$ cat config.mk
export PLATFORM = sky130hd
export DESIGN_NAME = resetSequencer
export DESIGN_NICKNAME = d
export VERILOG_FILES = /design/src/verilog/busPkg.sv /design/src/verilog/bootPkg.sv /design/src/verilog/resetSequencer.sv
export SDC_FILE = /design/constraint.sdc
export NUM_CORES = 1
export LEC_CHECK = 0
export ABC_CLOCK_PERIOD_IN_PS = 1500
export BUFFER_PORTS_ARGS = -buffer_cell sky130_fd_sc_hd__buf_2
export CAP_MARGIN = 15
export CORE_AREA = 4 4 41 43
export CTS_CLUSTER_SIZE = 8
export DETAILED_ROUTE_END_ITERATION = 10
export DIE_AREA = 0 0 45 47
export SLEW_MARGIN = 20
export SYNTH_ARGS = -nofsm -noshare
export SYNTH_HDL_FRONTEND = slang
export SYNTH_SLANG_ARGS = --single-unit
$ cat constraint.sdc
create_clock -name clk_25mhz -period 1.5 [get_ports clk_25mhz]
set_input_delay 0.15 -clock clk_25mhz [delete_from_list [all_inputs] [get_ports clk_25mhz]]
set_output_delay 0.15 -clock clk_25mhz [all_outputs]
set_load 0.02 [all_outputs]
$ cat src/verilog/busPkg.sv
package busPkg;

    // Program RAM depth in 32-bit words
    localparam int RAM_WORDS = 1024;
    localparam int RAM_ADDR_BITS = $clog2(RAM_WORDS);

    // Memory mapped LED register
    localparam logic [31:0] LED_ADDR = 32'h4000_0000;

    // Framebuffer geometry, 64 x 64 pixels
    localparam int FB_X_BITS = 6;
    localparam int FB_Y_BITS = 6;
    localparam int FB_ADDR_BITS = FB_X_BITS + FB_Y_BITS;
    localparam int FB_PIXELS = 1 << FB_ADDR_BITS;

    // One byte of colour per pixel
    typedef logic [7:0] pixelT;

    // Processor memory bus
    // fetch high reads RAM at instrAddr, low reads at dataAddr
    typedef struct packed {
        logic [31:0] instrAddr;
        logic [31:0] dataAddr;
        logic [31:0] writeData;
        logic        dataWrite;
        logic        fetch;
    } cpuReqT;

endpackage

$ cat src/verilog/bootPkg.sv
package bootPkg;

    // Global reset length after arstN is released
    localparam int RESET_CYCLES = 20;
    localparam int RESET_COUNT_BITS = $clog2(RESET_CYCLES + 1);

    // Card reader needs idle cycles between requests
    localparam int PACE_CYCLES = 4;
    localparam int PACE_COUNT_BITS = $clog2(PACE_CYCLES + 1);

    // Loader writes into program RAM
    localparam int LOAD_ADDR_BITS = $clog2(busPkg::RAM_WORDS);

    typedef enum logic [2:0] {
        IDLE, REQ_SIZE, WAIT_SIZE, REQ_WORD, WAIT_WORD, WRITE, RUN
    } loaderStateT;

    // Word request towards the card reader
    typedef struct packed {
        logic        read;
        logic [31:0] addr;
    } cardReqT;

    // Loader side of the program RAM write port
    typedef struct packed {
        logic                      write;
        logic [LOAD_ADDR_BITS-1:0] addr;
        logic [31:0]               data;
    } ramWriteT;

endpackage

$ cat src/verilog/resetSequencer.sv
`timescale 1ns/100ps

module resetSequencer
    import bootPkg::*;
(
    input  logic clk_25mhz,
    input  logic arstN,
    output logic globalReset
);

    // Edges seen since arstN went high, saturates at RESET_CYCLES
    logic [RESET_COUNT_BITS-1:0] resetCount;
    logic countDone;

    assign countDone = (resetCount == RESET_COUNT_BITS'(RESET_CYCLES));

    always_ff @(posedge clk_25mhz or negedge arstN) begin
        if (!arstN) begin
            resetCount <= '0;
        end else if (!countDone) begin
            resetCount <= resetCount + 1'b1;
        end
    end

    // Asserts at once with arstN, releases on a clock edge
    assign globalReset = !countDone;

endmodule

* Word level (Yosys, flattened, before mapping) *
Cells that the tools add are included.

word-level totals
  logic and storage cells = 4
  output and inout port bits = 1
  input bits = 2
  flip-flop bits (word level) = 5

operators by class
  equality and inequality tests = 1
  reductions and logical operators = 1
  $add $sub $neg = 1

operators with widths
  cell                 count
  $add 5x1->5 const B  1
  $eq 5x5->1 const B   1
  $logic_not 1->1      1

* Longest topological paths before layout *
  depth in word-level cells = 2
  depth in mapped cells = 4
  depth with buffers taken out = 4

* Worst setup path before layout *
Ideal clock, no wire load.

  kind = reg2reg
  start = reg resetCount[0]
  end = reg resetCount[1]
  setup time = 125 ps
  setup slack = 191 ps
  arrival = 1184 ps
  cell stages (with the launch flop) = 5
  buffers on the path = 0
  cells stage by stage = dfrtp_1 inv_1 ha_1 nand4b_4 mux2_4

between the ends
  longest elaborated chain between the ends = 1

ends and longest elaborated chain
  item                                              RTL line                                    RTL
  start, declared                                   resetSequencer.sv:12                        logic [RESET_COUNT_BITS-1:0] resetCount;
  start signal, assigned                            resetSequencer.sv:21                        resetCount <= resetCount + 1'b1;
  $add 5x1->5 / $eq 5x5->1 (equally long branches)  resetSequencer.sv:21, resetSequencer.sv:15

Parallel ways exist; a longest one is shown, timed or not.
A chain may end at the register's enable or synchronous reset.

* Worst setup path in the final report *
  start = reg resetCount[0]
  end = out globalReset

between the ends
  longest elaborated chain between the ends = 2

ends and longest elaborated chain
  item             RTL line              RTL
  $eq 5x5->1       resetSequencer.sv:15  assign countDone = (resetCount == RESET_COUNT_BITS'(RESET_CYCLES));
  $logic_not 1->1  resetSequencer.sv:26  assign globalReset = !countDone;
  end, declared    resetSequencer.sv:8   output logic globalReset

No other way between the ends.

==> key figures <==
Synthesis
  • Yosys warnings: 0
  • Area share of the largest cell type after synthesis: 47.6%
  • Count of cell types in the netlist: 12
  • Register area share after synthesis: 47.6%
  • Dominant cell by count in the synthesized netlist: dfrtp_1
  • Mapped Cells: 21
  • Synth Register Bits: 5
  • Ys flop type: dfrtp_1
  • EDFF count, synth: 0
  • Synthesized area: 263 sq um
  • Mapped Nets: 25
  • Top cells by area, synth: dfrtp_1, ha_1, nand4b_4, xnor2_1, mux2_4
  • Synth area leader: dfrtp_1
  • Asr flop ratio synth: 100%
  • Avg Cell Area, Syn: 12.5 sq um

STA
  • Setup ws final: 71.1 ps
  • Slew Viols, Final: 0
  • Minimum clock period: approximately 1400 ps
  • Max Clk Rate: 700 MHz
  • Slew HR: 87.1%
  • Tcrit/Tclk final: 95.3%
  • Worst slew pin tran: 194 ps
  • RSZ-0062 raised after global routing: false
  • Worst Skew: 2.59 ps
  • Fin Setup TNS: 0 ps
  • Final setup viols: 0
  • Final Hold Viols: 0

Drt
  • Vias: 173
  • DR WL/cell: 10.1 um
  • DRC viols: 0
  • DR pass1 iterations: 1
  • DR vias/cell: about 4
  • Starting DRT DRC Count: 0
  • DRT Wirelength: 436 um
  • Detail Route Antenna Nets: 0

Floorplan
  • Starting Density: around 20%
  • Core ar.: about 1300 sq um
  • IO Pins: 3
  • Die Y: 47 um
  • Row Count: 13
  • Die area: 2120 sq um
  • Die width: 45 um

Pwr
  • Gate power share: under 10%
  • Leakage: 0.149 nW
  • Clock share of power: 52.8%
  • Cell Int Power: 0.000239 W
  • PD cells: 904 nW/um^2
  • Total Power: 0.000299 W
  • Worst IR Drop VDD: between 300 and 400 uV
  • Sw frac: 20.1%
  • Reg power frac: 45.3%
  • Switch Pwr: around 0.000060 W

Setup path
  • CP cell instances: inv_1 > ha_2 > nand4b_4 > buf_2
  • CP endpoint kind: primary output
  • Crit Path Max Fanout: 3
  • Slowest-stage cell, CP: dfrtp_1
  • Startpoint Class: flip-flop
  • Largest stage delay, worst path: 390 ps
  • Worst Path Required: 1350 ps
  • Crit path kind: flip-flop to primary output
  • CP arrival: 1280 ps

Finish
  • Largest regs: resetCount x5
  • Layout cells sized above 1: 32.1%
  • Fill count: between 100 and 150
  • Area growth syn-to-layout: 25.7%
  • Largest register by flop count: resetCount
  • N_diodes: 0
  • Final nets: 33
  • Max FFs per register: 5

Clocking
  • Skew-Pair Late Insertion Delay: ~240 ps
  • CTS tree: built
  • CTS Sinks: 5
  • Clk root buf: clkbuf_4
  • Clock transition at the registers of the reported paths: 40 ps
  • TritonCTS Buffers: 3
  • CTS H-tree depth: 1
  • Clock Path Buffers: 2

Placement
  • GPL Wtd Cong: 0.643
  • Post-DP HPWL: between 300 and 400 um
  • Pre-CTS WS: approximately 190 ps
  • Port buffer count: 2

Global routing
  • Initial antenna violation count: 0
  • First-pass GRT wire length: 765 um
  • Vias in the first global route: 171
  • Largest net degree at the start of global routing: 6
  • Routing usage on met2: 7.34%
  • Global Route Usage Sum: roughly 6%
  • Met1 Use GR: around 6.4%
  • Met3 Usage GRT: 6.90%
  • Grt peak-use layer: met2
  • Global route overflow: 0

Outcome
  • Outcome: complete, no violations

Job
  • Max Cap Viol: 0

Hold path
  • HP Class: input pin to async pin
-- cell type report --
cell class	count	area, sq um	area share, %
timing repair buffer	3	20.0	6.06
multi-input combinational	14	133	40.2
tap	15	18.8	5.68
inverter	2	7.51	2.27
clock buffer	4	26.3	7.95
sequential	5	125	37.9
-- critical path: cells and delay by family (launching register included) --
| family | cells | cell delay, ps |
|---|---|---|
| adders and majority gates | 1 | 230 |
| buffers and inverters | 2 | 290 |
| DFF | 1 | 390 |
| and+or+nand+nor | 1 | 140 |
-- layer usage --
metal	share of wire, %	routed length, um
met2	46	199
met3	9.2	40
met4	0	0
met5	0	0
met1	45	196
-- layout by cell type, fill, tap and decap left out, drive strengths merged --
cell and count:
inv 2, dlygate4sd3 1, xnor2 2, a21oi 2, dfrtp 5, and2 1, ha 2, nor2 1
clkbuf 4, mux2 2, nand4b 1, nand3b 1, buf 2, nand3 2
-- path summary, 6_finish.rpt --
check	from	to	slack, ps	depth (start not counted)
worst max-delay path	resetCount[0]	globalReset	70	4
worst min-delay path	arstN	resetCount[4]	260	2
worst max register to register	resetCount[0]	resetCount[1]	220	4
worst min register to register	resetCount[4]	resetCount[4]	570	1
max in group asynchronous	arstN	resetCount[3]	1100	2
min in group clk_25mhz	resetCount[4]	resetCount[4]	570	1
-- metrics by stage --
step / util, % / instances / hold WS, ps / cell area [sq um]
finish: 25.4 / 43 / 259 / 330
CTS: 25.2 / 43 / 252 / 328
floorplan: - / 21 / -146 / 263
global route: 25.4 / 43 / 271 / 330
detailed placement: 22.4 / 38 / -24.6 / 292
global placement: 22.4 / 38 / -28.9 / 292
-- cell families after synthesis --
| family | synth area share [%] |
|---|---|
| and+or+nand+nor | 19.5 |
| DFF | 47.6 |
| AOI/OAI and AO/OA | 3.81 |
| xor gates and xnor gates | 6.67 |
| buffers and inverters | 2.86 |
| muxes | 10.0 |
| adders and majority gates | 9.52 |
-- power by group through the flow --
stage | logic [W] | registers, W | clock network, W
floorplan | 0.0000000000614 | 0.000137 | 0
global placement | 0.00000370 | 0.000137 | 0
detailed placement | 0.00000393 | 0.000137 | 0
CTS | 0.00000599 | 0.000135 | 0.000169
global route | 0.00000693 | 0.000135 | 0.000191
finish | 0.00000565 | 0.000135 | 0.000158
-- what timing repair did --
action                                  in CTS  in global routing
resized for setup                            0                  1
endpoints found under the hold margin        5                  0
endpoints found under the setup margin       0                  1
setup buffers                                0                  0
hold buffers                                 1                  0
Note: power is estimated with default switching activity, not from simulation.
