### src/verilog/busPkg.sv
package busPkg;

    // Program RAM depth in 32-bit words
    localparam int RAM_WORDS = 1024;
    localparam int RAM_ADDR_BITS = $clog2(RAM_WORDS);

    // Memory mapped LED register
    localparam logic [31:0] LED_ADDR = 32'h4000_0000;

    // Framebuffer geometry, 64 x 64 pixels
    localparam int FB_X_BITS = 6;
    localparam int FB_Y_BITS = 6;
    localparam int FB_ADDR_BITS = FB_X_BITS + FB_Y_BITS;
    localparam int FB_PIXELS = 1 << FB_ADDR_BITS;

    // One byte of colour per pixel
    typedef logic [7:0] pixelT;

    // Processor memory bus
    // fetch high reads RAM at instrAddr, low reads at dataAddr
    typedef struct packed {
        logic [31:0] instrAddr;
        logic [31:0] dataAddr;
        logic [31:0] writeData;
        logic        dataWrite;
        logic        fetch;
    } cpuReqT;

endpackage

### src/verilog/bootPkg.sv
package bootPkg;

    // Global reset length after arstN is released
    localparam int RESET_CYCLES = 20;
    localparam int RESET_COUNT_BITS = $clog2(RESET_CYCLES + 1);

    // Card reader needs idle cycles between requests
    localparam int PACE_CYCLES = 4;
    localparam int PACE_COUNT_BITS = $clog2(PACE_CYCLES + 1);

    // Loader writes into program RAM
    localparam int LOAD_ADDR_BITS = $clog2(busPkg::RAM_WORDS);

    typedef enum logic [2:0] {
        IDLE, REQ_SIZE, WAIT_SIZE, REQ_WORD, WAIT_WORD, WRITE, RUN
    } loaderStateT;

    // Word request towards the card reader
    typedef struct packed {
        logic        read;
        logic [31:0] addr;
    } cardReqT;

    // Loader side of the program RAM write port
    typedef struct packed {
        logic                      write;
        logic [LOAD_ADDR_BITS-1:0] addr;
        logic [31:0]               data;
    } ramWriteT;

endpackage

### src/verilog/busDecoder.sv
`timescale 1ns/100ps

module busDecoder
    import busPkg::*;
    import bootPkg::*;
(
    input  logic                     clk_25mhz,
    input  logic                     arstN,
    input  logic                     globalReset,
    input  logic                     cpuReset,
    input  ramWriteT                 ramWr,
    input  cpuReqT                   cpuReq,
    output logic                     progWrite,
    output logic [RAM_ADDR_BITS-1:0] progAddr,
    output logic [31:0]              progWriteData,
    input  logic [31:0]              progReadData,
    output logic [31:0]              cpuReadData,
    output logic                     fbWrite,
    output logic [FB_ADDR_BITS-1:0]  fbWriteAddr,
    output pixelT                    fbWriteData,
    output logic [7:0]               leds
);

    logic selRam;
    logic selFb;
    logic selLed;
    logic cpuWrite;
    logic [RAM_ADDR_BITS-1:0] cpuRamAddr;

    // Address regions
    assign selFb = cpuReq.dataAddr[31];
    assign selRam = !cpuReq.dataAddr[31] && !cpuReq.dataAddr[30];
    assign selLed = (cpuReq.dataAddr == LED_ADDR);

    // Processor writes count only once the loader is done
    assign cpuWrite = !cpuReset && cpuReq.dataWrite;

    // Single RAM address, instruction fetch wins
    assign cpuRamAddr = cpuReq.fetch ? cpuReq.instrAddr[RAM_ADDR_BITS-1:0]
                                     : cpuReq.dataAddr[RAM_ADDR_BITS-1:0];

    // Loader owns program RAM while the processor is held in reset
    assign progWrite = cpuReset ? ramWr.write : (cpuWrite && selRam && !cpuReq.fetch);
    assign progAddr = cpuReset ? ramWr.addr : cpuRamAddr;
    assign progWriteData = cpuReset ? ramWr.data : cpuReq.writeData;

    // RAM already registers the read
    assign cpuReadData = progReadData;

    // Pixel address is y in the high bits, x in the low bits
    assign fbWrite = cpuWrite && selFb;
    assign fbWriteAddr = {cpuReq.dataAddr[24 +: FB_Y_BITS], cpuReq.dataAddr[16 +: FB_X_BITS]};
    assign fbWriteData = cpuReq.writeData[7:0];

    // LED register
    always_ff @(posedge clk_25mhz or negedge arstN) begin
        if (!arstN) begin
            leds <= '0;
        end else if (globalReset) begin
            leds <= '0;
        end else if (cpuWrite && selLed) begin
            leds <= cpuReq.writeData[7:0];
        end
    end

endmodule

### config.mk
export PLATFORM = sky130hd
export DESIGN_NAME = busDecoder
export DESIGN_NICKNAME = d
export VERILOG_FILES = /design/src/verilog/busPkg.sv /design/src/verilog/bootPkg.sv /design/src/verilog/busDecoder.sv
export SDC_FILE = /design/constraint.sdc
export NUM_CORES = 1
export LEC_CHECK = 0
export BUFFER_PORTS_ARGS = -buffer_cell sky130_fd_sc_hd__buf_2
export CAP_MARGIN = 25
export CORE_AREA = 2 2 108 110
export CTS_BUF_LIST = sky130_fd_sc_hd__clkbuf_8
export CTS_CLUSTER_DIAMETER = 40
export DETAILED_ROUTE_END_ITERATION = 8
export DIE_AREA = 0 0 110 112
export PLACE_DENSITY_LB_ADDON = 0.12
export SETUP_SLACK_MARGIN = 0.5
export SYNTH_ARGS = -nofsm -noshare
export SYNTH_HDL_FRONTEND = slang
export SYNTH_SLANG_ARGS = --single-unit
### constraint.sdc
create_clock -name clk_25mhz -period 0.85 [get_ports clk_25mhz]
set_input_delay 0.0425 -clock clk_25mhz [delete_from_list [all_inputs] [get_ports clk_25mhz]]
set_output_delay 0.0425 -clock clk_25mhz [all_outputs]
set_load 0.02 [all_outputs]
# Yosys cells after proc, flatten, opt, wreduce, memory -nomap -nowiden
# Index checks and enable logic that the tools add are counted.
# W data, S select, Z words.
word_totals:
  ff_bits: 8
  wordCells: 19
op_classes:
  n_eq_ne: 1
  n_mux: 6
  n_reduce_logical: 11
ops:
  columns: ["cell", "count"]
  rows:
  - ["$eq A32 B31 Y1 const B", 1]
  - ["$mux W32", 1]
  - ["$mux W10", 2]
  - ["$mux W8", 2]
  - ["$logic_and A1 B1 Y1", 6]
  - ["$logic_not A1 Y1", 4]
  - ["$reduce_bool A2 Y1", 1]
  - ["$mux W1", 1]

# Depth between registers and ports, before layout
depth:
  ltp_word: 5
  mapped_depth: 6

# Worst setup path before layout
# No wires, ideal clock.
synth_path:
  path_type: "in2reg"
  startpoint: "input cpuReq[38] in the netlist's numbering"
  endpoint: "register leds[0]"
  setup_time_ns: 0.132
  arrival_time_ns: 0.890
  required_time_ns: 0.718
  slack_ns: -0.172
  path_stages: 4
  path_buffers: 0
  cell_sequence: "nor4_2 > nand4_2 > o31ai_1 > a21oi_1"
synth_via:
  elab_chain_len: 3
synth_rtl:
  columns: ["element", "line", "rtl"]
  rows:
  - ["from (decl)", "busDecoder.sv:12", "input cpuReqT cpuReq,"]
  - ["$eq A32 B31 Y1", "busDecoder.sv:33", "assign selLed = (cpuReq.dataAddr == LED_ADDR);"]
  - ["$logic_and A1 B1 Y1", "busDecoder.sv:61", "end else if (cpuWrite && selLed) begin"]
  - ["$reduce_bool A2 Y1 (no source line)", null, null]
  - ["to (signal assigned)", "busDecoder.sv:62", "leds <= cpuReq.writeData[7:0];"]
  - ["to (decl)", "busDecoder.sv:21", "output logic [7:0] leds"]
# No other way between the ends.
# A chain may end at the register's enable or synchronous reset.

# Final worst setup path
layout_path:
  startpoint: "input cpuReq[34] in the netlist's numbering"
  endpoint: "register leds[2]"
# Same word-level chain as after synthesis.

==> summary.md <==
| Metric | Value |
|---|---|
| Cells after synthesis | roughly 180 |
| # IOs | between 200 and 300 |
| Max FO, Critical Path | 8 |
| Die area | roughly 12000 µm² |
| Remaining antenna violation count after routing | 0 |
| Average instance area after synthesis | 8.87 µm² |
| Largest net degree at the start of global routing | 9 |
| Warnings from Yosys | 0 |
| Hold crit path type | input port to async pin |
| Leak | 1.89 nW |
| Vias | approximately 2000 |
| Antenna diodes | 0 |
| WL per Instance | ~15 µm |
| Most frequent cells in the layout | buf_2 (111), buf_6 (81), mux2_4 (32) |
| # H-tree levels | 1 |
| Critical Path RT | 0.95 ns |
| Total track usage | a little under an eighth |
| Status | complete, but fails checks |
| Reg power frac | between 10% and 20% |
| Final std cells w/o fill | between 400 and 500 |
| RSZ-0062 raised after global routing | true |
| Area after DPL | around 2800 µm² |
| Layout cells sized above 1 | 90.3% |
| CP peak stage delay | about 0.34 ns |
| Layout area overhead | 151% |
| Core area | 11200 µm² |
| Final Cell Area | slightly below 4000 µm² |
| Min setup slack post-route | -0.201 ns |
| Chip height | between 100 and 150 µm |
| Post-route DRC | 0 |
| Pins over their slew limit | 0 |
| Max reg flops | 8 |
| Num CTS Buffers | 3 |
| NetSw | 1.02 mW |
| Largest regs | leds: 8 flops |
| Syn Nets | around 350 |
| FF+latch count, synth | 8 |
| Sequential fraction of the synthesis area | approximately 13% |
| Cell area after synthesis | 1550 µm² |
| Tightest Pin Transition | between 0.3 and 0.4 ns |
| Clk_skew | 0 ns |
| Final Setup Violations | between 40 and 50 |
| Vias in the first global route | 2203 |
| Most common cell after layout, fill and taps aside | buf_2 |
| Post-synth top area share | roughly a quarter |
| Netlist cell types | 27 |
| Fmax | 0.951 GHz |
| Crit. End Element | register |
| Min Clock Period, post-route | about 1.1 ns |
| Share of total power in the clock network | roughly 16% |
| CTS tree | done |
| Die X | about 110 µm |
| Initial antenna violation count | 0 |
| VDD IR max | about 0.46 mV |
| Max cap viols | 0 |
| Comb pwr share | 70.8% |
| Worst slew margin | ~80% |
| Nets@finish | 531 |
| Initial Util | ~14% |
| Startpoint Class | input port |
| I/O Buffers | 194 |
| Inst Count DP | 478 |
| CP cell instances | buf_6 > nor4_4 > nand4b_4 > o31ai_1 > a21oi_1 |
| Power Dens Cells | between 700 and 800 nW/µm² |
| Worst-path clk slew | roughly 0.04 ns |
| Clock Path Buffers | 2 |
| Starting DRC count in detailed routing | 37 |
| Final Hold Viols | 8 |
| Gpl congestion | between 0.7 and 0.8 |
| Iteration count of the initial detailed-routing pass | 4 |
| Most flops, register | leds |
| CTS Root Cell | clkbuf_8 |
| Total congestion overflow | 0 |
| Net Sw Frac | a little over a third |
| # rows | 39 |
| Power Internal | around 1.9 mW |
| WL final | between 7 and 8 mm |
| HPWL Detailed | 5.70 mm |
| Fin crit share | 124% |
| Worst Path Arrival | 1.16 ns |
| Top cells by area, synth | buf_4 (26%), mux2_2 (23%), dfrtp_1 (13%), mux2i_1 (6.4%), nor4_4 (4.1%) |
| First-pass GRT wire length | between 10 and 15 mm |
| DR vias/cell | 4.09 |
| # clock sinks | 8 |
| Worst path slowest cell | nor4_4 |
| Hold_ws | -0.345 ns |
| Cell taking the most area after synthesis | buf_4 |
| Failing checks | hold timing, setup timing |
| Clock Latency Late Sink | 0.23 ns |
| Setup CP Type | input port to register |
## power groups by stage
stage | Clock (mW) | Sequential (mW) | Combinational (mW)
after floorplan | 0 | 0.388 | 1.10
after global placement | 0 | 0.388 | 1.43
after detailed placement | 0 | 0.388 | 1.43
after CTS | 0.456 | 0.382 | 2.02
after global routing | 0.495 | 0.382 | 2.17
final | 0.463 | 0.382 | 2.05
## logic make-up after synthesis
group                  count (synthesis)  share of synthesized area [%]
and+or+nand+nor                       35                           17.6
DFF                                    8                           12.9
muxes                                 42                           29.7
buffers and inverters                 63                           29.6
AOI/OAI and AO/OA                     27                           10.2
## routing by layer
| metal | part of all wire, % | track usage, % |
|---|---|---|
| met4 | 1.1 | 1.86 |
| met3 | 9.8 | 2.40 |
| met1 | 36 | 14.0 |
| met2 | 53 | 20.9 |
| met5 | 0 | 0 |
## worst paths after layout
kind                                   endpoint  cells past startpoint             start  slack (ns)
min in group clk_25mhz          cpuReadData[11]                      0  progReadData[11]        0.09
worst max register to register          leds[5]                      3           leds[5]        0.05
max in group asynchronous               leds[2]                      1             arstN        1.02
worst max-delay path                    leds[2]                      5        cpuReq[34]       -0.20
worst min-delay path                    leds[5]                      1             arstN       -0.34
worst min register to register          leds[7]                      2           leds[7]        0.57
## area by class of cell
class | count | area, µm²
fillers | 1156 | 7270
clock buffers | 3 | 41.3
flip-flops and latches | 8 | 200
well taps | 143 | 179
multi-input cells | 104 | 1400
repair buffers | 237 | 2090
## what timing repair did
item | CTS | global route
setup buffers | 5 | 3
resized for setup | 203 | 30
hold endpoints to repair | 8 | 8
pin swaps | 20 | 14
cloned | 6 | 0
setup endpoints to repair | 74 | 62
## critical path, delay by kind of cell
| family | cells | cell delay [ns] |
|---|---|---|
| buf+inv | 1 | 0.10 |
| simple gates | 2 | 0.60 |
| compound gates | 2 | 0.41 |
## cells in the mapped netlist, drive strengths merged
| library cell | instances |
|---|---|
| nor3b | 1 |
| o21ai | 10 |
| a22o | 1 |
| nor3 | 1 |
| nand2 | 10 |
| and4b | 1 |
| and3b | 1 |
| clkbuf | 1 |
| nand4b | 1 |
| and3 | 1 |
| mux2 | 32 |
| dfrtp | 8 |
| mux2i | 10 |
| and4 | 1 |
| o31ai | 8 |
| a21oi | 8 |
| nand3 | 1 |
| nor2 | 2 |
| nand4 | 9 |
| buf | 62 |
| nor4 | 6 |
## per-stage QoR
stage | hold slack [ns] | utilization, % | worst slack (ns) | TNS, ns | total power, mW
2_1_floorplan | -0.253 | - | -0.130 | -1.04 | 1.49
4_1_cts | -0.338 | 33.6 | -0.224 | -3.26 | 2.86
3_5_place_dp | -0.102 | 24.8 | -0.495 | -9.58 | 1.82
6_report | -0.345 | 34.9 | -0.201 | -3.29 | 2.90
3_3_place_gp | -0.0992 | 24.8 | -0.441 | -9.09 | 1.82
5_1_grt | -0.340 | 34.9 | -0.289 | -4.67 | 3.05
(Power assumes the default switching activity.)
