### src/verilog/busPkg.sv
package busPkg;

    // Program RAM depth in 32-bit words
    localparam int RAM_WORDS = 1024;
    localparam int RAM_ADDR_BITS = $clog2(RAM_WORDS);

    // Memory mapped LED register
    localparam logic [31:0] LED_ADDR = 32'h4000_0000;

    // Framebuffer geometry, 64 x 64 pixels
    localparam int FB_X_BITS = 6;
    localparam int FB_Y_BITS = 6;
    localparam int FB_ADDR_BITS = FB_X_BITS + FB_Y_BITS;
    localparam int FB_PIXELS = 1 << FB_ADDR_BITS;

    // One byte of colour per pixel
    typedef logic [7:0] pixelT;

    // Processor memory bus
    // fetch high reads RAM at instrAddr, low reads at dataAddr
    typedef struct packed {
        logic [31:0] instrAddr;
        logic [31:0] dataAddr;
        logic [31:0] writeData;
        logic        dataWrite;
        logic        fetch;
    } cpuReqT;

endpackage

### src/verilog/bootPkg.sv
package bootPkg;

    // Global reset length after arstN is released
    localparam int RESET_CYCLES = 20;
    localparam int RESET_COUNT_BITS = $clog2(RESET_CYCLES + 1);

    // Card reader needs idle cycles between requests
    localparam int PACE_CYCLES = 4;
    localparam int PACE_COUNT_BITS = $clog2(PACE_CYCLES + 1);

    // Loader writes into program RAM
    localparam int LOAD_ADDR_BITS = $clog2(busPkg::RAM_WORDS);

    typedef enum logic [2:0] {
        IDLE, REQ_SIZE, WAIT_SIZE, REQ_WORD, WAIT_WORD, WRITE, RUN
    } loaderStateT;

    // Word request towards the card reader
    typedef struct packed {
        logic        read;
        logic [31:0] addr;
    } cardReqT;

    // Loader side of the program RAM write port
    typedef struct packed {
        logic                      write;
        logic [LOAD_ADDR_BITS-1:0] addr;
        logic [31:0]               data;
    } ramWriteT;

endpackage

### src/verilog/bootLoader.sv
`timescale 1ns/100ps

module bootLoader
    import bootPkg::*;
(
    input  logic        clk_25mhz,
    input  logic        arstN,
    input  logic        globalReset,
    output cardReqT     cardReq,
    input  logic [31:0] cardData,
    input  logic        cardDone,
    output ramWriteT    ramWr,
    output logic        cpuReset
);

    loaderStateT state;

    // Image words still to copy
    logic [31:0] remaining;
    // Card word held for the RAM write cycle
    logic [31:0] wordData;
    // Idle cycles since the last request or answer
    logic [PACE_COUNT_BITS-1:0] paceCount;
    logic paceDone;
    // RAM index of the word in flight
    logic [31:0] ramIndex;

    assign paceDone = (paceCount == PACE_COUNT_BITS'(PACE_CYCLES));

    // Card word k lands at RAM index k-1
    assign ramIndex = cardReq.addr - 32'd1;

    // One write in the cycle after cardDone
    assign ramWr.write = (state == WRITE);
    assign ramWr.addr = ramIndex[LOAD_ADDR_BITS-1:0];
    assign ramWr.data = wordData;

    // Pacing for the card reader
    always_ff @(posedge clk_25mhz or negedge arstN) begin
        if (!arstN) begin
            paceCount <= '0;
        end else if (globalReset || cardDone || cardReq.read) begin
            paceCount <= '0;
        end else if (!paceDone) begin
            paceCount <= paceCount + 1'b1;
        end
    end

    always_ff @(posedge clk_25mhz) begin
        if (state == WAIT_WORD && cardDone) begin
            wordData <= cardData;
        end
    end

    always_ff @(posedge clk_25mhz or negedge arstN) begin
        if (!arstN) begin
            state <= IDLE;
            cardReq <= '0;
            remaining <= '0;
            cpuReset <= 1'b1;
        end else if (globalReset) begin
            state <= IDLE;
            cardReq <= '0;
            remaining <= '0;
            cpuReset <= 1'b1;
        end else begin
            // Strobe lasts one cycle
            cardReq.read <= 1'b0;
            // Processor leaves reset one edge after RUN
            cpuReset <= (state != RUN);
            case (state)
                IDLE: begin
                    state <= REQ_SIZE;
                end
                REQ_SIZE: begin
                    if (paceDone) begin
                        cardReq.read <= 1'b1;
                        state <= WAIT_SIZE;
                    end
                end
                WAIT_SIZE: begin
                    // Word 0 is the image length
                    if (cardDone) begin
                        remaining <= cardData;
                        cardReq.addr <= 32'd1;
                        state <= (cardData == 32'd0) ? RUN : REQ_WORD;
                    end
                end
                REQ_WORD: begin
                    if (paceDone) begin
                        cardReq.read <= 1'b1;
                        state <= WAIT_WORD;
                    end
                end
                WAIT_WORD: begin
                    if (cardDone) begin
                        state <= WRITE;
                    end
                end
                WRITE: begin
                    remaining <= remaining - 32'd1;
                    cardReq.addr <= cardReq.addr + 32'd1;
                    state <= (remaining == 32'd1) ? RUN : REQ_WORD;
                end
                RUN: begin
                    state <= RUN;   // until the next reset
                end
                default: begin
                    state <= IDLE;
                end
            endcase
        end
    end

endmodule

### config.mk
export PLATFORM = sky130hd
export DESIGN_NAME = bootLoader
export DESIGN_NICKNAME = d
export VERILOG_FILES = /design/src/verilog/busPkg.sv /design/src/verilog/bootPkg.sv /design/src/verilog/bootLoader.sv
export SDC_FILE = /design/constraint.sdc
export NUM_CORES = 1
export LEC_CHECK = 0
export BUFFER_PORTS_ARGS = -buffer_cell sky130_fd_sc_hd__buf_2
export CAP_MARGIN = 5
export CORE_MARGIN = 2
export CORE_UTILIZATION = 50
export CTS_BUF_LIST = sky130_fd_sc_hd__clkbuf_8
export DETAILED_ROUTE_END_ITERATION = 6
export PLACE_DENSITY = 0.74
export SLEW_MARGIN = 20
export SYNTH_ARGS = -nofsm -noshare
export SYNTH_HDL_FRONTEND = slang
export SYNTH_SLANG_ARGS = --single-unit
### constraint.sdc
create_clock -name clk_25mhz -period 3.9 [get_ports clk_25mhz]
set_clock_uncertainty 0.05 [all_clocks]
set_input_delay 0.78 -clock clk_25mhz [delete_from_list [all_inputs] [get_ports clk_25mhz]]
set_output_delay 0.78 -clock clk_25mhz [all_outputs]
set_load 0.005 [all_outputs]
# Word-level counts from Yosys, hierarchy flattened
# Cells that the tools add are included.
[word_totals]
regBits = 104
elab_cells = 53
inputBits = 36
out_inout_bits = 77
[op_classes]
reduce_logical = 9
n_addsub = 4
n_mux = 19
eq_ne = 14
[ops]
columns = ["op", "n"]
rows = [
  ["32-bit one-hot mux with 2 select lines", 2],
  ["32-bit 2-to-1 mux", 3],
  ["33-bit 2-to-1 mux", 1],
  ["32-bit by 1-bit adder with 32-bit output, second input constant", 1],
  ["32-bit by 1-bit equality test with 1-bit output, second input constant", 1],
  ["32-bit zero test", 1],
  ["32-bit by 1-bit subtractor with 32-bit output, second input constant", 1],
  ["3-bit 2-to-1 mux", 9],
  ["3-bit one-hot mux with 7 select lines", 1],
  ["3-bit inequality test, second input constant", 5],
  ["3-bit equality test, second input constant", 4],
  ["10-bit by 1-bit subtractor with 10-bit output, second input constant", 1],
  ["3-bit by 2-bit equality test with 1-bit output, second input constant", 2],
  ["4-bit AND reduction", 1],
  ["3-bit by 1-bit adder with 3-bit output, second input constant", 1],
  ["3-bit by 1-bit equality test with 1-bit output, second input constant", 1],
  ["3-bit zero test", 1],
  ["1-bit 2-to-1 mux", 3],
  ["3-bit nonzero test", 1],
  ["1-bit logical OR", 2],
  ["2-bit by 1-bit inequality test with 1-bit output, second input constant", 1],
  ["2-bit AND reduction", 1],
  ["2-bit OR reduction", 1],
  ["1-bit logical AND", 1],
]

# Logic depth before layout (Yosys ltp)
# Gate-level depths: netlist of the first run.
[depth]
depth_word = 5
ltp_mapped = 10
ltp_nobuf = 7

# Least setup slack after synthesis of the first run
# Ideal clock, no wire load.
[synth_timing]
path_type = "input-to-reg"
from = "in cardDone"
to = "reg wordData[0] (enable)"
setup_slack_ps = 232
arrival_time_ps = 3150
setup_ps = 468
cell_stages = 1
path_cell_list = "nor3b_1"
[synth_via]
elab_chain_len = 1
[synth_lines]
columns = ["element", "line_no", "source"]
rows = [
  ["start: declaration", "bootLoader.sv:11", "input logic cardDone,"],
  ["1-bit logical AND", "bootLoader.sv:50", "if (state == WAIT_WORD && cardDone) begin"],
  ["end signal: assignment", "bootLoader.sv:51", "wordData <= cardData;"],
  ["end: declaration", "bootLoader.sv:21", "logic [31:0] wordData;"],
]
# No other way between the ends.
# A chain may end at the register's enable or synchronous reset.

# Final worst setup path of the first run
[layout_timing]
from = "reg state[1]"
to = "reg remaining[17]"
[layout_via]
elab_chain_len = 3
elab_cells_between_ends = 7
[layout_lines]
columns = ["element", "line_no", "source"]
rows = [
  ["start: declaration", "bootLoader.sv:16", "loaderStateT state;"],
  ["start signal: assignment", "bootLoader.sv:86", "state <= (cardData == 32'd0) ? RUN : REQ_WORD;"],
  ["start signal: assignment", "bootLoader.sv:103", "state <= (remaining == 32'd1) ? RUN : REQ_WORD;"],
  ["3-bit equality test or 3-bit by 2-bit equality test with 1-bit output (tied branches)", "bootLoader.sv:71", "case (state)"],
  ["32-bit one-hot mux with 2 select lines, or another cell as far along", "bootLoader.sv:71", ""],
  ["32-bit 2-to-1 mux or 2-bit AND reduction (tied branches)", "--", ""],
  ["end signal: assignment", "bootLoader.sv:84", "remaining <= cardData;"],
  ["end signal: assignment", "bootLoader.sv:101", "remaining <= remaining - 32'd1;"],
  ["end: declaration", "bootLoader.sv:19", "logic [31:0] remaining;"],
]
# Several ways; a longest one is shown, not always the timed one.

==> qor.log, run 1 <==
INFO  status         outcome=finished, final reports clean
INFO  timing         final-hold-violation-count=0
INFO  timing         timing.final.crit_share=73.3%
INFO  synth          synthMuxAreaShare=0.365%
INFO  synth          synth_top_cell_area_share=32.4%
INFO  global_route   grt_pass1_wl=23300um
INFO  route          detail-route-antenna-nets=0
INFO  synth          synth_seq_cells=104
INFO  cts            max-clock-path-buffers=2
INFO  synth          ys_top_cells_by_area=sky130_fd_sc_hd__dfrtp_1, sky130_fd_sc_hd__edfxtp_1, sky130_fd_sc_hd__nor2_1, sky130_fd_sc_hd__o21ai_0, sky130_fd_sc_hd__nand3_1
INFO  timing         final_period_minus_worst_setup_slack=2.86ns
INFO  synth          synth.avg_cell_area=9.58um2
INFO  timing         timing.setup.tns=0ns
INFO  route          post-route-drc-count=0
INFO  synth          synth_edf_count=32
INFO  cts            tritoncts=done
INFO  route          avgRoutedWirePerCell=17.7um
INFO  timing         rsz0062_at_grt=false
INFO  synth          mappedNetlistNets=614
INFO  route          first_iter_violations=294
INFO  floorplanning  num_io_pins=113
INFO  synth          main_combinational_cell_family_by_area_after_synthesis=simple AND/OR/NAND/NOR gates
INFO  place          finalWeightedCongestion=0.952
INFO  layout         syn_to_final_growth=15.6%
INFO  route          detail_route.first_pass.iterations=5
INFO  critical_path  worst_path_required_time=4.16ns
INFO  synth          simple_gate_portion_of_the_synthesized_area=24.0%
INFO  pwr            static-leakage-power=2.69nW
INFO  floorplanning  floorplan.core_area=10700um2
INFO  global_route   grt_max_degree=44
INFO  floorplanning  starting_density_of_the_core=51.0%
INFO  synth          ys.warnings.count=0
INFO  synth          synth_adder_area_share=1.37%
INFO  synth          synth.most_common_cell=sky130_fd_sc_hd__dfrtp_1
INFO  cts            cts.sinks=104
INFO  route          dr_total_vias=5072
INFO  synth          yosysUniqueCellTypes=62
INFO  cts            cts_made_buffers=9
INFO  cts            path_clk_slew=0.10ns
INFO  synth          synth_area=5480um2
INFO  layout         layout.filler_cells=991
INFO  layout         antenna_cells=0
INFO  cts            worst_skew_pair.late_latency=0.38ns
INFO  cts            clock_tree.root_cell=sky130_fd_sc_hd__clkbuf_8
INFO  critical_path  cp.arrival=3.11ns
INFO  synth          synthesis.instances=572
INFO  timing         finalSetupViolations=0
INFO  global_route   globalRouteOverflowTotal=0
INFO  synth          synth_ff_type=sky130_fd_sc_hd__dfrtp_1
INFO  synth          synth_top_cells_by_count=sky130_fd_sc_hd__dfrtp_1, sky130_fd_sc_hd__nor2_1, sky130_fd_sc_hd__nand2_1
INFO  route          wirelength=14500um
INFO  floorplanning  die_height=109um
INFO  critical_path  cp-end-kind=flop
INFO  timing         maxSlewHeadroom=36.4%
INFO  worst_hold_path timing.hold.worst.class=in2async
INFO  synth          synth_compound_area_share=15.7%
INFO  timing         timing_worst_slew_pin_value=0.950ns
INFO  critical_path  timing.critical_path.fanout_max=43
INFO  job            maxCapViolCount=0
INFO  cts            post_cts.resized_instances=0
INFO  layout         multi_input_area=2520um2
INFO  pwr            total_power=0.00192W
INFO  global_route   global_route.usage.total=25.4%
INFO  global_route   first_global_vias=4615
INFO  cts            cts_htree_levels=3
INFO  critical_path  critical_path_class=reg2reg
INFO  cts            post-cts-setup-buffers=0
INFO  timing         report.final.slew_viol_count=0
INFO  layout         regArea=2760um2
INFO  floorplanning  dieArea=11800um2
INFO  synth          synth-xor-area-share=4.16%
INFO  synth          synthArstFlopShare=69.2%
INFO  critical_path  start_kind=flop
INFO  cts            cts_hold_buffers=0
INFO  floorplanning  rows=38
INFO  synth          synth.yosys.seq_area_share=50.4%
INFO  place          place.detailed.hpwl=10400um
INFO  global_route   antenna_violations_before_repair=0
INFO  layout         drive_above_1_share=22.6%
INFO  timing         fmax=350MHz
INFO  synth          post-synth-top-area-cell=sky130_fd_sc_hd__dfrtp_1
INFO  place          numPortBuffers=112
INFO  floorplanning  die-width=109um
INFO  pwr            worst_ir_drop_vdd=0.146mV
INFO  route          vias_per_cell=6.21
INFO  layout         final_net_count=714
INFO  pwr            power.density_cell_area=303nW/um2
[worst max-delay path, cell delays in order, from the launching register on]
cell and delay [ns]:
sky130_fd_sc_hd__dfrtp_1 0.61, sky130_fd_sc_hd__nand3b_1 0.19, sky130_fd_sc_hd__buf_4 0.40, sky130_fd_sc_hd__nand3_1 0.66, sky130_fd_sc_hd__nand2_1 0.49, sky130_fd_sc_hd__o311ai_0 0.23
sky130_fd_sc_hd__o21ai_0 0.14
[layer usage]
metal | track usage [%] | part of all wire [%] | vias to the layer above
li1 | - | - | 2348
met1 | 35.8 | 44 | 2445
met2 | 40.0 | 46 | 253
met3 | 4.42 | 8.1 | 26
met4 | 8.42 | 1.4 | 0
met5 | 0 | 0 | -
[final timing paths]
path                             startpoint             to  slack [ns]  depth (start not counted)
worst min register to register  cardReq[30]    cardReq[30]        0.49                          1
min in group clk_25mhz          cardReq[30]    cardReq[30]        0.49                          1
worst min-delay path                  arstN     cardReq[3]        0.26                          1
max in group asynchronous             arstN       cpuReset        2.75                          2
worst max register to register     state[1]  remaining[17]        1.04                          6
worst max-delay path               state[1]  remaining[17]        1.04                          6
[cell families after synthesis]
kind of cell | after synthesis
AOI/OAI and AO/OA | 134
DFF | 104
muxes | 2
buffers and inverters | 49
and+or+nand+nor | 251
xor gates and xnor gates | 26
adders and majority gates | 6
[report_power, final]
group	leakage [nW]	total [W]	internal [W]	switching, W
sequential	1.28	0.00114	0.00113	0.00000768
combinational	1.31	0.000153	0.0000479	0.000105
clock	0.0944	0.000632	0.000239	0.000393
[placed cells by master (no fill, tap or decap), types with 9 or more instances in the layout]
master                       n
sky130_fd_sc_hd__buf_4      11
sky130_fd_sc_hd__nor4_1     18
sky130_fd_sc_hd__nor3_1     30
sky130_fd_sc_hd__xnor2_1    11
sky130_fd_sc_hd__a22oi_1     9
sky130_fd_sc_hd__nand4_1    19
sky130_fd_sc_hd__nor2_1     58
sky130_fd_sc_hd__nand3_1    34
sky130_fd_sc_hd__buf_2     112
sky130_fd_sc_hd__clkbuf_8    9
sky130_fd_sc_hd__nand2_1    45
sky130_fd_sc_hd__xor2_1     15
sky130_fd_sc_hd__o21ai_0    42
sky130_fd_sc_hd__edfxtp_1   32
sky130_fd_sc_hd__or3_1      11
sky130_fd_sc_hd__o211ai_1   10
sky130_fd_sc_hd__dfrtp_1    71
sky130_fd_sc_hd__inv_1      14
sky130_fd_sc_hd__a21oi_1    25
[state kept, by name, summed over array words and instances, names as in the netlist]
name       count
wordData      32
cardReq       33
cpuReset       1
state          3
paceCount      3
remaining     32
[through the flow]
step / cells / utilization, % / hold slack [ns] / cell area [um2] / setup slack, ns
after floorplan: 572 / - / 0.434 / 5480 / 0.232
after global placement: 801 / 57.2 / 0.457 / 6150 / 1.22
after detailed placement: 801 / 57.3 / 0.467 / 6150 / 1.13
after CTS: 817 / 58.9 / 0.278 / 6330 / 1.10
after global routing: 817 / 58.9 / 0.286 / 6330 / 0.889
final: 817 / 58.9 / 0.263 / 6330 / 1.04
[cell type report]
type                       instances  share of cell area, %
clock buffer                       9                   1.96
clock inverter                     7                  0.850
inverter                          15                  0.889
multi-input combinational        419                   39.7
sequential                       104                   43.6
tap                              140                   2.77
timing repair buffer             123                   10.2
Note: power is estimated with default switching activity, not from simulation.
==> run 2, diff against run 1 <==
Clock period 3.9 ns to 2.4 ns, I/O delays scaled along.
==> run 2 against run 1 <==
Against the previous run:
- power up 63%
- cell area rose by 3.5%
- clock power is 60% higher
- worst hold slack got worse by 0.18 ns
- combinational power rose by 78%
- critical path depth is 1 higher
- largest power group unchanged
==> qor.log, run 2 (synthesis results as in run 1) <==
INFO  critical_path  cp.arrival=2.51ns
INFO  pwr            netSwitchingFraction=25.8%
INFO  pwr            power_frac_clock=32.4%
INFO  route          post-route-drc-count=0
INFO  critical_path  reg2reg_slack=0.08ns
INFO  timing         fin_hold_ws=0.0784ns
INFO  global_route   global_route.usage.total=25.4%
INFO  critical_path  worst_path_required_time=2.59ns
INFO  critical_path  worst_path_max_delay_cell=sky130_fd_sc_hd__or4b_4
INFO  layout         biggestRegsByFlops=cardReq x33, remaining x32, wordData x32
INFO  layout         syn_to_final_growth=19.6%
INFO  timing         report.final.slew_viol_count=0
INFO  timing         maxSlewHeadroom=55.2%
INFO  pwr            worst_ir_drop_vdd=0.305mV
INFO  floorplanning  die-width=109um
INFO  route          vias_per_cell=6.08
INFO  route          dr_total_vias=5100
INFO  global_route   grt_max_degree=73
INFO  layout         top_register=cardReq
INFO  floorplanning  num_io_pins=113
INFO  cts            cts.sinks=104
INFO  floorplanning  die_height=109um
INFO  critical_path  worst_r2r_endpoint=remaining[24]
INFO  global_route   globalRouteOverflowTotal=0
INFO  worst_hold_path timing.hold.worst.class=in2async
INFO  cts            worst_skew_pair.late_latency=0.38ns
INFO  cts            max-clock-path-buffers=2
INFO  status         outcome=finished, final reports clean
INFO  pwr            total_power=0.00313W
INFO  cts            cts_htree_levels=3
INFO  route          avgRoutedWirePerCell=17.1um
INFO  timing         finalSetupViolations=0
INFO  timing         timing.final.crit_share=96.7%
INFO  timing         finalWorstSetupSlack=0.0787ns
INFO  floorplanning  starting_density_of_the_core=51.0%
INFO  route          first_iter_violations=387
INFO  place          numPortBuffers=112
INFO  global_route   antenna_violations_before_repair=0
INFO  timing         rsz0062_at_grt=false
INFO  layout         mostFrequentLayoutCell=sky130_fd_sc_hd__buf_2
INFO  cts            tritoncts=done
INFO  pwr            power_internal=0.00232W
INFO  critical_path  critical_path_class=reg2reg
INFO  critical_path  reg2reg_from=remaining[0]
INFO  timing         final-hold-violation-count=0
INFO  route          wirelength=14400um
INFO  pwr            static-leakage-power=2.81nW
INFO  critical_path  slowest_delay=0.49ns
INFO  pwr            total_switching_power=0.000808W
INFO  cts            clock_tree.root_cell=sky130_fd_sc_hd__clkbuf_8
INFO  critical_path  worst-r2r-cell-count=7
INFO  pwr            seqPwrFrac=58.9%
INFO  floorplanning  floorplan.core_area=10700um2
INFO  timing         timing.setup.tns=0ns
INFO  global_route   first_global_vias=4699
INFO  pwr            power_frac_comb=8.7%
INFO  place          place.detailed.hpwl=10400um
INFO  layout         layout_common_cells=sky130_fd_sc_hd__buf_2, sky130_fd_sc_hd__dfrtp_1, sky130_fd_sc_hd__nor2_1, sky130_fd_sc_hd__nand2_1, sky130_fd_sc_hd__o21ai_0
INFO  cts            path_clk_slew=0.10ns
INFO  job            maxCapViolCount=0
INFO  timing         fmax=431MHz
INFO  layout         antenna_cells=0
INFO  timing         final_period_minus_worst_setup_slack=2.32ns
INFO  cts            post-cts-setup-buffers=0
INFO  layout         layout.filler_cells=945
INFO  global_route   grt_pass1_wl=23600um
INFO  pwr            power.density_cell_area=477nW/um2
INFO  layout         largest_register_ff_count=33
INFO  floorplanning  dieArea=11800um2
INFO  floorplanning  rows=38
INFO  route          detail_route.first_pass.iterations=5
INFO  critical_path  start_kind=flop
INFO  place          finalWeightedCongestion=0.974
INFO  layout         drive_above_1_share=25.8%
INFO  route          detail-route-antenna-nets=0
INFO  critical_path  timing.critical_path.cells=inv_1 > ha_4 > or4b_4 > nor4_4 > nand2_1 > o311ai_0 > o211ai_1
INFO  critical_path  cp-end-kind=flop
INFO  timing         timing_worst_slew_pin_value=0.671ns
INFO  critical_path  timing.critical_path.fanout_max=5
INFO  place          place_worst_setup_slack=0.0560ns
INFO  layout         final_net_count=736
INFO  cts            cts_made_buffers=9
==> run 2: cell types whose count changed in the layout (fill, tap and decap cells not counted), moves of 2 or more <==
cell,change
sky130_fd_sc_hd__buf_4,+20
sky130_fd_sc_hd__dfrtp_1,-3
sky130_fd_sc_hd__dfrtp_2,+3
sky130_fd_sc_hd__o311ai_0,-3
sky130_fd_sc_hd__o311ai_1,+3
sky130_fd_sc_hd__buf_12,+2
sky130_fd_sc_hd__nor2_1,-2
sky130_fd_sc_hd__nor2_2,+2
==> run 2: power groups by stage <==
stage          logic (W)  clock network (W)  registers, W
2_1_floorplan   0.000129                  0       0.00188
3_3_place_gp    0.000258                  0       0.00188
3_5_place_dp    0.000265                  0       0.00188
4_1_cts         0.000266            0.00104       0.00184
5_1_grt         0.000299            0.00113       0.00184
6_report        0.000273            0.00101       0.00184
==> run 2: cell type report <==
class	instances	area [um2]	area share (%)
Clock buffer	9	124	1.89
Multi-Input combinational cell	419	2540	38.8
Tap cell	140	175	2.67
Clock inverter	7	53.8	0.821
Inverter	15	56.3	0.859
Timing Repair Buffer	145	833	12.7
Sequential cell	104	2770	42.2
==> run 2: worst max path at each step <==
stage | endpoint | slack, ns | startpoint
after floorplan | remaining[26] | 0.09 | remaining[0]
after global placement | remaining[26] | 0.17 | remaining[0]
after detailed placement | remaining[26] | 0.06 | remaining[0]
after CTS | remaining[28] | 0.04 | remaining[0]
after global routing | remaining[26] | 0.009 | remaining[0]
final | remaining[24] | 0.08 | remaining[0]
==> run 2: timing repair <==
action | 4_1_cts | 5_1_grt
endpoints found under the setup margin | 0 | 7
hold buffers | 0 | 0
resized for setup | 0 | 10
==> run 2: layer usage <==
metal | up-vias | global-route usage, % | wire (um)
li1 | 2393 | - | -
met1 | 2406 | 35.8 | 6290
met2 | 280 | 40.7 | 6510
met3 | 21 | 3.65 | 1300
met4 | 0 | 8.61 | 252
met5 | - | 0 | 0
==> run 2: metrics by stage <==
step / area (um2) / util (%) / cells
3_5_place_dp: 6350 / 59.1 / 823
2_1_floorplan: 5490 / - / 572
3_3_place_gp: 6350 / 59.1 / 823
4_1_cts: 6530 / 60.7 / 839
5_1_grt: 6550 / 61.0 / 839
6_report: 6550 / 61.0 / 839
==> run 2: critical path: cells and delay by family, from the launching register on <==
| kind | cells | cell delay [ns] |
|---|---|---|
| DFF | 1 | 0.43 |
| and+or+nand+nor | 3 | 0.90 |
| adders and majority gates | 1 | 0.17 |
| buffers and inverters | 1 | 0.13 |
| AOI/OAI and AO/OA | 2 | 0.50 |
